--- config.mk ---
export PLATFORM = sky130hd
export DESIGN_NAME = rnn_top
export DESIGN_NICKNAME = d
export VERILOG_FILES = /design/src/common/rnn_pkg.sv /design/src/datapath/mac_unit.sv /design/src/datapath/state_store.sv /design/src/control/rnn_sequencer.sv /design/src/verilog/logit_argmax.sv /design/src/verilog/rnn_top.sv
export SDC_FILE = /design/constraint.sdc
export NUM_CORES = 1
export LEC_CHECK = 0
export BUFFER_PORTS_ARGS = -buffer_cell sky130_fd_sc_hd__clkbuf_2
export CORE_UTILIZATION = 30
export DETAILED_ROUTE_END_ITERATION = 7
export PLACE_DENSITY = 0.41
export SLEW_MARGIN = 20
export SYNTH_ARGS = -nofsm -noshare
export SYNTH_HDL_FRONTEND = slang
export SYNTH_SLANG_ARGS = --single-unit
--- constraint.sdc ---
create_clock -name clk -period 8.3 [get_ports clk]
set_clock_uncertainty 0.1 [all_clocks]
set_input_delay 0.415 -clock clk [delete_from_list [all_inputs] [get_ports clk]]
set_output_delay 0.415 -clock clk [all_outputs]
set_load 0.01 [all_outputs]
--- src/common/rnn_pkg.sv ---
package rnn_pkg;

    // q8.8 signed fixed point, used for activations, weights, biases and sums
    typedef logic signed [15:0] value_t;

    typedef logic [6:0]  token_t;       // vocabulary index, up to 128 symbols
    typedef logic [15:0] param_addr_t;  // parameter memory word address
    typedef logic [6:0]  index_t;       // neuron, embedding or logit index

    typedef enum logic
    {
        DEST_HIDDEN = 1'b0,
        DEST_LOGIT  = 1'b1
    } mac_dest_e;

    // one multiply-accumulate item, aligned with the memory word it uses
    typedef struct packed
    {
        logic      valid;
        logic      is_bias;  // add the word directly
        logic      first;    // starts a new sum
        logic      last;     // closes the sum
        mac_dest_e dest;
        index_t    index;    // target neuron or logit
    } mac_cmd_t;

    typedef struct packed
    {
        logic      valid;
        mac_dest_e dest;
        index_t    index;
        value_t    sum;
    } mac_result_t;

    typedef enum logic [2:0]
    {
        IDLE,
        LOAD_EMBED,
        HIDDEN,
        HIDDEN_DRAIN,
        COMMIT,
        LOGITS,
        LOGIT_DRAIN
    } seq_state_e;

endpackage

--- src/datapath/mac_unit.sv ---
`timescale 1ns/1ps

module mac_unit
    import rnn_pkg::*;
(
    input  logic        clk,
    input  logic        reset,
    input  mac_cmd_t    cmd,
    input  value_t      mem_data,
    input  value_t      operand,
    output mac_result_t result
);

    logic signed [31:0] product;
    value_t             term_value;
    mac_cmd_t           s1_cmd;
    value_t             s1_value;
    value_t             acc;
    value_t             acc_next;

    assign product    = mem_data * operand;
    assign term_value = cmd.is_bias ? mem_data : product[23:8];  // drop 8 fraction bits

    // stage one
    always_ff @(posedge clk)
    begin
        if (reset)
            s1_cmd <= '0;
        else
            s1_cmd <= cmd;
    end

    always_ff @(posedge clk)
    begin
        s1_value <= term_value;
    end

    // stage two, 16-bit wrapping sum
    assign acc_next = (s1_cmd.first ? value_t'(0) : acc) + s1_value;

    always_ff @(posedge clk)
    begin
        if (s1_cmd.valid)
            acc <= acc_next;
    end

    always_ff @(posedge clk)
    begin
        if (reset)
            result <= '0;
        else
        begin
            result.valid <= s1_cmd.valid && s1_cmd.last;  // one pulse per finished sum
            result.dest  <= s1_cmd.dest;
            result.index <= s1_cmd.index;
            result.sum   <= acc_next;
        end
    end

    assert property (@(posedge clk) disable iff (reset) cmd.last |-> cmd.valid)
        else $error("mac_unit: last flag on an idle command");

endmodule

--- src/datapath/state_store.sv ---
`timescale 1ns/1ps

module state_store
    import rnn_pkg::*;
#(
    parameter int EMBED_SIZE  = 4,
    parameter int HIDDEN_SIZE = 8
)
(
    input  logic        clk,
    input  logic        reset,
    input  logic        operand_from_embed,
    input  index_t      operand_index,
    output value_t      operand,
    input  logic        embed_wr,
    input  index_t      embed_index,
    input  value_t      mem_data,
    input  mac_result_t result,
    input  logic        commit
);

    localparam int EW = (EMBED_SIZE > 1) ? $clog2(EMBED_SIZE) : 1;
    localparam int HW = (HIDDEN_SIZE > 1) ? $clog2(HIDDEN_SIZE) : 1;

    value_t embed_reg  [EMBED_SIZE];
    value_t new_hidden [HIDDEN_SIZE];
    value_t old_hidden [HIDDEN_SIZE];  // state carried between tokens
    value_t relu_sum;
    logic   hidden_wr;

    assign hidden_wr = result.valid && result.dest == DEST_HIDDEN;
    assign relu_sum  = result.sum[15] ? value_t'(0) : result.sum;  // relu

    always_ff @(posedge clk)
    begin
        if (embed_wr)
            embed_reg[embed_index[EW-1:0]] <= mem_data;
        if (operand_from_embed)
            operand <= embed_reg[operand_index[EW-1:0]];
        else
            operand <= old_hidden[operand_index[HW-1:0]];
    end

    always_ff @(posedge clk)
    begin
        if (reset)
        begin
            for (int i = 0; i < HIDDEN_SIZE; i++)
            begin
                new_hidden[i] <= '0;
                old_hidden[i] <= '0;
            end
        end
        else
        begin
            if (hidden_wr)
                new_hidden[result.index[HW-1:0]] <= relu_sum;
            if (commit)
            begin
                for (int i = 0; i < HIDDEN_SIZE; i++)
                    old_hidden[i] <= new_hidden[i];
            end
        end
    end

endmodule

--- src/control/rnn_sequencer.sv ---
`timescale 1ns/1ps

module rnn_sequencer
    import rnn_pkg::*;
#(
    parameter int VOCAB_SIZE  = 76,
    parameter int EMBED_SIZE  = 4,
    parameter int HIDDEN_SIZE = 8
)
(
    input  logic        clk,
    input  logic        reset,
    input  logic        start,
    input  token_t      token_in,
    output logic        mem_rd,
    output param_addr_t mem_addr,
    output logic        operand_from_embed,
    output index_t      operand_index,
    output logic        embed_wr,
    output index_t      embed_index,
    output mac_cmd_t    cmd,
    input  mac_result_t result,
    output logic        commit,
    output logic        busy
);

    // parameter memory regions, in storage order
    localparam int IH_BASE      = VOCAB_SIZE * EMBED_SIZE;
    localparam int HH_BASE      = IH_BASE + EMBED_SIZE * HIDDEN_SIZE;
    localparam int IB_BASE      = HH_BASE + HIDDEN_SIZE * HIDDEN_SIZE;
    localparam int HB_BASE      = IB_BASE + HIDDEN_SIZE;
    localparam int LW_BASE      = HB_BASE + HIDDEN_SIZE;
    localparam int LB_BASE      = LW_BASE + VOCAB_SIZE * HIDDEN_SIZE;
    localparam int PARAM_COUNT  = LB_BASE + VOCAB_SIZE;
    localparam int HIDDEN_TERMS = HIDDEN_SIZE + EMBED_SIZE + 2;

    seq_state_e state;
    token_t     token;
    index_t     neuron;     // hidden neuron or logit being issued
    index_t     term;       // term within the current sum
    logic       last_term;
    logic       bias_term;
    logic       mac_item;

    assign busy     = state != IDLE;
    assign commit   = state == COMMIT;
    assign mac_item = state == HIDDEN || state == LOGITS;

    always_comb
    begin
        mem_rd             = 1'b0;
        mem_addr           = '0;
        operand_from_embed = 1'b0;
        operand_index      = '0;
        last_term          = 1'b0;
        bias_term          = 1'b0;
        case (state)
            LOAD_EMBED:
            begin
                mem_rd    = 1'b1;
                mem_addr  = param_addr_t'(int'(token) * EMBED_SIZE + int'(term));
                last_term = int'(term) == EMBED_SIZE - 1;
            end
            HIDDEN:
            begin
                mem_rd    = 1'b1;
                last_term = int'(term) == HIDDEN_TERMS - 1;
                if (int'(term) < HIDDEN_SIZE)
                begin
                    mem_addr      = param_addr_t'(HH_BASE + int'(neuron) * HIDDEN_SIZE
                                                  + int'(term));
                    operand_index = term;  // old hidden state
                end
                else if (int'(term) == HIDDEN_SIZE)
                begin
                    mem_addr  = param_addr_t'(HB_BASE + int'(neuron));
                    bias_term = 1'b1;
                end
                else if (!last_term)
                begin
                    mem_addr           = param_addr_t'(IH_BASE + int'(neuron) * EMBED_SIZE
                                                       + int'(term) - HIDDEN_SIZE - 1);
                    operand_from_embed = 1'b1;
                    operand_index      = index_t'(int'(term) - HIDDEN_SIZE - 1);
                end
                else
                begin
                    mem_addr  = param_addr_t'(IB_BASE + int'(neuron));
                    bias_term = 1'b1;
                end
            end
            LOGITS:
            begin
                mem_rd    = 1'b1;
                last_term = int'(term) == HIDDEN_SIZE;
                if (last_term)
                begin
                    mem_addr  = param_addr_t'(LB_BASE + int'(neuron));
                    bias_term = 1'b1;
                end
                else
                begin
                    mem_addr      = param_addr_t'(LW_BASE + int'(neuron) * HIDDEN_SIZE
                                                  + int'(term));
                    operand_index = term;  // committed hidden state
                end
            end
            default: ;
        endcase
    end

    always_ff @(posedge clk)
    begin
        if (reset)
        begin
            state  <= IDLE;
            token  <= '0;
            neuron <= '0;
            term   <= '0;
        end
        else
        begin
            case (state)
                IDLE:
                begin
                    if (start)
                    begin
                        token  <= token_in;
                        neuron <= '0;
                        term   <= '0;
                        state  <= LOAD_EMBED;
                    end
                end
                LOAD_EMBED:
                begin
                    term <= last_term ? '0 : term + 1'b1;
                    if (last_term)
                        state <= HIDDEN;
                end
                HIDDEN, LOGITS:
                begin
                    term <= last_term ? '0 : term + 1'b1;
                    if (last_term && state == HIDDEN && int'(neuron) == HIDDEN_SIZE - 1)
                    begin
                        neuron <= '0;
                        state  <= HIDDEN_DRAIN;
                    end
                    else if (last_term && state == LOGITS && int'(neuron) == VOCAB_SIZE - 1)
                    begin
                        neuron <= '0;
                        state  <= LOGIT_DRAIN;
                    end
                    else if (last_term)
                        neuron <= neuron + 1'b1;
                end
                HIDDEN_DRAIN:
                begin
                    if (result.valid && result.dest == DEST_HIDDEN
                        && int'(result.index) == HIDDEN_SIZE - 1)
                        state <= COMMIT;
                end
                COMMIT:
                    state <= LOGITS;
                LOGIT_DRAIN:
                begin
                    if (result.valid && result.dest == DEST_LOGIT
                        && int'(result.index) == VOCAB_SIZE - 1)
                        state <= IDLE;
                end
                default:
                    state <= IDLE;
            endcase
        end
    end

    // command and embedding write follow the read by one cycle, with the data
    always_ff @(posedge clk)
    begin
        if (reset)
        begin
            cmd      <= '0;
            embed_wr <= 1'b0;
        end
        else
        begin
            cmd.valid   <= mac_item;
            cmd.is_bias <= bias_term;
            cmd.first   <= mac_item && term == '0;
            cmd.last    <= mac_item && last_term;
            cmd.dest    <= (state == LOGITS) ? DEST_LOGIT : DEST_HIDDEN;
            cmd.index   <= neuron;
            embed_wr    <= state == LOAD_EMBED;
        end
    end

    always_ff @(posedge clk)
    begin
        embed_index <= term;
    end

    assert property (@(posedge clk) disable iff (reset)
        mem_rd |-> int'(mem_addr) < PARAM_COUNT)
        else $error("rnn_sequencer: read address %0d beyond parameter memory", mem_addr);

endmodule

--- src/verilog/logit_argmax.sv ---
`timescale 1ns/1ps

module logit_argmax
    import rnn_pkg::*;
#(
    parameter int VOCAB_SIZE = 76
)
(
    input  logic        clk,
    input  logic        reset,
    input  mac_result_t result,
    output token_t      token_out,
    output logic        token_valid
);

    value_t best_value;
    token_t best_index;
    index_t prev_index;
    logic   logit_in;
    logic   final_logit;
    logic   take;

    assign logit_in    = result.valid && result.dest == DEST_LOGIT;
    assign final_logit = logit_in && int'(result.index) == VOCAB_SIZE - 1;
    // strict compare, so on a tie the lower index stays
    assign take = result.index == '0 || $signed(result.sum) > $signed(best_value);

    always_ff @(posedge clk)
    begin
        if (reset)
        begin
            token_valid <= 1'b0;
            token_out   <= '0;
            prev_index  <= '0;
        end
        else
        begin
            token_valid <= final_logit;
            if (logit_in)
                prev_index <= result.index;
            if (final_logit)
                token_out <= take ? token_t'(result.index) : best_index;
        end
    end

    always_ff @(posedge clk)
    begin
        if (logit_in && take)
        begin
            best_value <= result.sum;
            best_index <= token_t'(result.index);
        end
    end

    assert property (@(posedge clk) disable iff (reset)
        logit_in && result.index != '0 |-> result.index == prev_index + 1'b1)
        else $error("logit_argmax: logit %0d out of order", result.index);

endmodule

--- src/verilog/rnn_top.sv ---
`timescale 1ns/1ps

module rnn_top
    import rnn_pkg::*;
#(
    parameter int VOCAB_SIZE  = 76,
    parameter int EMBED_SIZE  = 4,
    parameter int HIDDEN_SIZE = 8
)
(
    input  logic        clk,
    input  logic        reset,
    input  logic        start,
    input  token_t      token_in,
    output logic        mem_rd,
    output param_addr_t mem_addr,
    input  value_t      mem_data,
    output token_t      token_out,
    output logic        token_valid,
    output logic        busy
);

    logic        operand_from_embed;
    index_t      operand_index;
    value_t      operand;
    logic        embed_wr;
    index_t      embed_index;
    mac_cmd_t    cmd;
    mac_result_t result;
    logic        commit;

    rnn_sequencer #(
        .VOCAB_SIZE  (VOCAB_SIZE),
        .EMBED_SIZE  (EMBED_SIZE),
        .HIDDEN_SIZE (HIDDEN_SIZE)
    ) rnn_sequencer_i (
        .clk                (clk),
        .reset              (reset),
        .start              (start),
        .token_in           (token_in),
        .mem_rd             (mem_rd),
        .mem_addr           (mem_addr),
        .operand_from_embed (operand_from_embed),
        .operand_index      (operand_index),
        .embed_wr           (embed_wr),
        .embed_index        (embed_index),
        .cmd                (cmd),
        .result             (result),
        .commit             (commit),
        .busy               (busy)
    );

    mac_unit mac_unit_i (
        .clk      (clk),
        .reset    (reset),
        .cmd      (cmd),
        .mem_data (mem_data),
        .operand  (operand),
        .result   (result)
    );

    state_store #(
        .EMBED_SIZE  (EMBED_SIZE),
        .HIDDEN_SIZE (HIDDEN_SIZE)
    ) state_store_i (
        .clk                (clk),
        .reset              (reset),
        .operand_from_embed (operand_from_embed),
        .operand_index      (operand_index),
        .operand            (operand),
        .embed_wr           (embed_wr),
        .embed_index        (embed_index),
        .mem_data           (mem_data),
        .result             (result),
        .commit             (commit)
    );

    logit_argmax #(
        .VOCAB_SIZE (VOCAB_SIZE)
    ) logit_argmax_i (
        .clk         (clk),
        .reset       (reset),
        .result      (result),
        .token_out   (token_out),
        .token_valid (token_valid)
    );

endmodule

; ---- Word level (Yosys, flattened, before mapping)
; Memory sizes are Yosys's and may differ from the RTL's.
; Index checks and enable logic that the tools add are counted.
[classes]
add_sub_neg = 17
multipliers = 1
n_lt_le_gt_ge = 2
n_eq_ne = 19
n_mux = 62
bitwise_logic = 9
reduce_logical = 27
[op_table]
columns = operator, n
row1 = 16-bit 2-to-1 mux, 15
row2 = 16-bit one-hot mux with 3 select lines, 1
row3 = 7-bit 2-to-1 mux, 6
row4 = 3-bit 2-to-1 mux, 11
row5 = 15-bit 2-to-1 mux, 2
row6 = 7-bit one-hot mux with 2 select lines, 2
row7 = 11-bit by 7-bit adder with 12-bit output, 2
row8 = 16-bit by 16-bit multiplier with 24-bit output, 1
row9 = 9-bit by 10-bit adder with 11-bit output (first input constant), 2
row10 = 1-bit 2-to-1 mux, 21
row11 = 9-bit by 7-bit adder with 10-bit output (first input constant), 2
row12 = 3-bit one-hot mux with 6 select lines, 1
row13 = 16-bit adder, 1
row14 = 16-bit > comparator, 1
row15 = 16-bit by 2-bit subtractor with 16-bit output (second input constant), 1
row16 = 16-bit by 5-bit subtractor with 16-bit output (second input constant), 1
row17 = 15-bit OR reduction, 1
row18 = 7-bit by 1-bit adder with 7-bit output (second input constant), 2
row19 = 7-bit by 4-bit equality test with 1-bit output (second input constant), 2
row20 = 7-bit by 5-bit equality test with 1-bit output (second input constant), 2
row21 = 7-bit equality test (second input constant), 2
row22 = 7-bit zero test, 2
row23 = 11-bit by 7-bit adder with 12-bit output (first input constant), 1
row24 = 1-bit logical AND, 12
row25 = 28 further kinds, 43
[totals]
ff_bits = 154
ram_bits = 312
input_bits = 26
output_inout_bits = 26
wordCells = 168
memories = 3
[memory_table]
columns = name, words, width, read_ports, rd_clocked_by_memory_dff, write_ports, line
row1 = state_store_i.old_hidden, 8, 16, 1, 0, 8, state_store.sv:27  ; value_t old_hidden [HIDDEN_SIZE];
row2 = state_store_i.new_hidden, 8, 15, 8, 0, 8, state_store.sv:26  ; value_t new_hidden [HIDDEN_SIZE];
row3 = state_store_i.embed_reg, 4, 16, 1, 0, 1, state_store.sv:25  ; value_t embed_reg [EMBED_SIZE];

; ---- Depth between registers and ports, before layout
[depth]
ltp_word = 8
depth_mapped = 23
depth_no_buf = 21

; ---- Modules after synthesis
; From an unflattened synthesis, not the netlist that was laid out.
[unflattened]
hier_cells = 2442
area_unflattened_um2 = 27784.1
[by_module_without_submodules]
columns = module, n_inst, cells_each, area_each_um2, seq_area_each_um2
row1 = state_store, 1, 751, 12448.2, 9449.1
row2 = mac_unit, 1, 1097, 10117.2, 1521.5
row3 = rnn_sequencer, 1, 472, 3701.0, 880.8
row4 = logit_argmax, 1, 122, 1517.7, 850.8

; ---- Worst setup path after synthesis
; No wires, ideal clock.
[synth_timing]
path_type = reg2reg
startpoint = register state_store_i.operand[7]
endpoint = register mac_unit_i.s1_value[13]
setup_time_ns = 0.130
t_arrival_ns = 5.743
t_required_ns = 8.070
setup_slack_ns = 2.326
stages_incl_launch_ff = 24
n_path_buf = 2
period_less_slack_ns = 5.974
path_cell_list = dfxtp_1 -> clkbuf_1 -> clkbuf_1 -> nand2_1 -> fa_1 -> inv_1 -> fa_1 -> inv_1 -> fa_1 -> inv_1 -> fa_1 -> fa_1 -> inv_1 -> fa_1 -> inv_1 -> ha_1 -> nor3_1 -> nor2_1 -> a211oi_1 -> o21a_1 -> nor3_1 -> or4_1 -> nand2_1 -> o21ai_0
[synth_between]
elab_chain_cells = 2
[synth_lines]
columns = item, line
row1 = from (decl), state_store.sv:14  ; output value_t operand,
row2 = from (signal assigned), state_store.sv:39  ; operand <= embed_reg[operand_index[EW-1:0]];
row3 = from (signal assigned), state_store.sv:41  ; operand <= old_hidden[operand_index[HW-1:0]];
row4 = 16-bit by 16-bit multiplier with 24-bit output, mac_unit.sv:21  ; assign product = mem_data * operand;
row5 = 16-bit 2-to-1 mux, mac_unit.sv:22  ; assign term_value = cmd.is_bias ? mem_data : product[23:8];
row6 = named net mac_unit_i.term_value[13], mac_unit.sv:15  ; value_t term_value;
row7 = to (signal assigned), mac_unit.sv:35  ; s1_value <= term_value;
row8 = to (decl), mac_unit.sv:17  ; value_t s1_value;
; The timed path passes the listed nets, and every way through them passes these cells.
; A chain may end at the register's enable or synchronous reset.

; ---- Worst setup path after layout
[layout_timing]
startpoint = register state_store_i.operand[5]
endpoint = register mac_unit_i.s1_value[15]
; The elaborated chain is that of the path after synthesis.

==> results.py <==
metrics = {
    "run_status": {
        "status": "complete, no violations",
    },
    "timing": {
        "worstMarginPinSlew_ns": 1.08,
        "hold_viol": 0,
        "fin_setup_tns_ns": 0,
        "rsz0062_at_grt": "no",
        "layout_setup_ws_ns": 1.58,
        "timing.final.crit_period_ns": 6.72,
        "setup_violations": 0,
        "slew_headroom_pct": 27.7,
        "fmax_mhz": 149,
        "period_share_pct": 80.9,
        "slew_violations": 0,
    },
    "synth": {
        "synthCells": 2425,
        "syn_avg_cell_area_sq_um": 11.4,
        "synth_top_area_share_pct": 37.3,
        "synth_area_leaders": "edfxtp_1, fa_1, dfxtp_1, ha_1, and2_1",
        "yosysWarnings": 0,
        "synth_edf_count": 343,
        "ys_types": 77,
        "synth_seq_cells": 458,
        "synth_top_area_cell": "edfxtp_1",
        "async_flop_share_pct": 0,
        "seq_area_frac_synth_pct": 45.7,
        "syn_area_sq_mm": 0.0276,
        "synth.most_common_cell": "edfxtp_1",
        "yosys-top-cells-count": "edfxtp_1, inv_1, nand2_1, nor2_1, and2_1",
        "synth_flop_cell": "edfxtp_1",
    },
    "clock_tree": {
        "clk_latency_ns": 0.61,
        "h-tree-depth": 2,
        "cts_buffers": 53,
        "clk_pin_slew_ns": 0.06,
        "cts_tree": "built",
        "cts_sinks": 458,
        "cts-root-buf": "clkbuf_16",
        "cts_buffer_depth": 3,
        "post_cts_buffers": 0,
    },
    "drt": {
        "route.met2.wl_um": 35100,
        "initialDrtViolationCount": 991,
        "highest_layer": "met4",
        "routed_wl_um": 72100,
        "first_pass_iters": 5,
        "ant_nets": 0,
        "wl_per_cell_um": 19.7,
        "met1_length_um": 33100,
        "drc": 0,
        "vias_per_cell": 4.65,
        "wl_met3_um": 2210,
        "dr_total_vias": 17000,
    },
    "global_route": {
        "globalRouteOverflowTotal": 0,
        "grt_pass1_wl_um": 112000,
        "grt_antenna_before_repair": 1,
        "grt_use_total_pct": 15.8,
        "grt_pass1_vias": 18100,
        "grt_max_degree": 91,
    },
    "die": {
        "die_x_um": 305,
        "core_area_sq_mm": 0.0906,
        "initial_utilization_pct": 30.5,
        "io-pin-count": 52,
        "die_h_um": 305,
        "die_area_sq_mm": 0.0932,
        "placement_rows": 110,
    },
    "layout": {
        "final_area_sq_mm": 0.0308,
        "layout-drive-gt1-share_pct": 7.74,
        "antenna_cells": 0,
        "nNetsFinal": 2797,
        "area_growth_pct": 11.7,
        "stdcell_count": 3656,
    },
    "critical_path": {
        "r2r_end": "mac_unit_i.s1_value[15]$_DFF_P_",
        "crit_path_start_kind": "flip-flop",
        "r2r_setup_slack_ns": 1.58,
        "cp.required_ns": 8.72,
        "endpoint_kind": "flip-flop",
        "crit_type": "reg -> reg",
        "arrival_ns": 7.14,
        "timing.rr.start": "state_store_i.operand[5]$_DFF_P_",
        "rr_worst_depth": 20,
        "crit_fanout": 16,
    },
    "place": {
        "placed_area_sq_mm": 0.0289,
        "gp_congestion": 0.781,
        "dp_slack_ns": 1.49,
        "port_buffers": 46,
        "post-dp-hpwl_um": 50900,
        "dp.cells": 3549,
    },
    "min_path": {
        "min_from": "reset",
        "whs_endpoint": "rnn_sequencer_i.cmd[3]$_SDFF_PP0_",
        "holdPathStages": 2,
        "min_path_type": "in -> reg",
    },
    "flow_run": {
        "maxCapViolCount": 0,
    },
}
-- worst max-delay path, stage by stage (launching register included) --
cell      delay, ns
dfxtp_1        0.90
and2_1         0.25
fa_1           0.42
inv_1          0.09
fa_1           0.41
fa_1           0.52
inv_1          0.05
fa_1           0.46
fa_1           0.56
inv_1          0.06
fa_1           0.53
inv_1          0.05
ha_1           0.34
nand2_1        0.13
nor2_1         0.15
nand4_1        0.16
o21a_1         0.26
nor3_1         0.51
nor2_1         0.15
a2111o_1       0.39
o211ai_1       0.11
-- worst max-delay path by stage --
stage                                           from                         endpoint  slack [ns]  depth (start not counted)
finish              state_store_i.operand[5]$_DFF_P_  mac_unit_i.s1_value[15]$_DFF_P_        1.58                         20
global route        state_store_i.operand[9]$_DFF_P_  mac_unit_i.s1_value[15]$_DFF_P_        1.09                         21
CTS                 state_store_i.operand[9]$_DFF_P_  mac_unit_i.s1_value[15]$_DFF_P_        1.57                         21
detailed placement                       mem_data[7]  mac_unit_i.s1_value[15]$_DFF_P_        1.49                         21
global placement                         mem_data[7]  mac_unit_i.s1_value[15]$_DFF_P_        1.58                         21
floorplan           state_store_i.operand[7]$_DFF_P_  mac_unit_i.s1_value[13]$_DFF_P_        2.33                         23
-- routing by layer --
metal  up-vias  track usage, %
li1       8058               -
met1      8569            21.2
met2       293            27.1
met3        98            1.80
met4         0            4.17
met5         -               0
-- stage by stage --
step | hold WS, ns | utilization, %
5_1_grt | 0.154 | 34.0
3_3_place_gp | 0.315 | 31.9
4_1_cts | 0.109 | 34.0
2_1_floorplan | 0.295 | -
6_report | 0.135 | 34.0
3_5_place_dp | 0.307 | 31.9
-- cell usage in the layout (no fill, tap or decap), types with 6 or more instances in the layout --
cell type and count:
a21o_1 17, a211oi_1 15, edfxtp_1 343, ha_1 145, a21oi_1 62, xor2_1 20, nand3_1 25, a31oi_1 7
and2_1 208, or3_1 7, dlygate4sd3_1 7, nand2_1 217, nor2_1 208, bufinv_16 9, dfxtp_1 115, o31ai_1 8
and3_1 8, fa_1 191, clkinv_2 6, nand4_1 8, nand2b_1 32, o21ai_0 42, buf_4 12, inv_1 304
a22oi_1 16, clkinv_1 15, o21bai_1 6, clkbuf_2 45, mux4_2 28, xnor2_1 52, clkbuf_16 54, nor2b_1 91
o21a_1 6, mux4_1 18, nor3_1 28
-- kinds of logic after synthesis --
kind of cell | count (synthesis) | synth area share, %
flip-flops | 458 | 45.7
AO/OA/AOI/OAI | 216 | 5.09
adder cells (fa/ha/maj) | 336 | 20.4
buffers and inverters | 417 | 6.12
other | 1 | 0.0136
AND/OR/NAND/NOR | 873 | 16.1
multiplexers | 52 | 4.27
XOR/XNOR | 72 | 2.29
-- layout make-up --
class	instances	area (sq um)
repair buffers	64	385
inverters	304	1140
fillers	9049	59800
flip-flops and latches	458	12600
clock buffers	61	1400
clock inverters	39	453
multi-input cells	1554	13400
well taps	1176	1470
-- repair_timing --
action,in CTS,in global routing
hold buffers,7,0
gates resized for setup,0,0
endpoints found under the hold margin,7,0
Power is not shown: default switching activity piles up to over one toggle a cycle in this logic, so the estimate is an artifact.
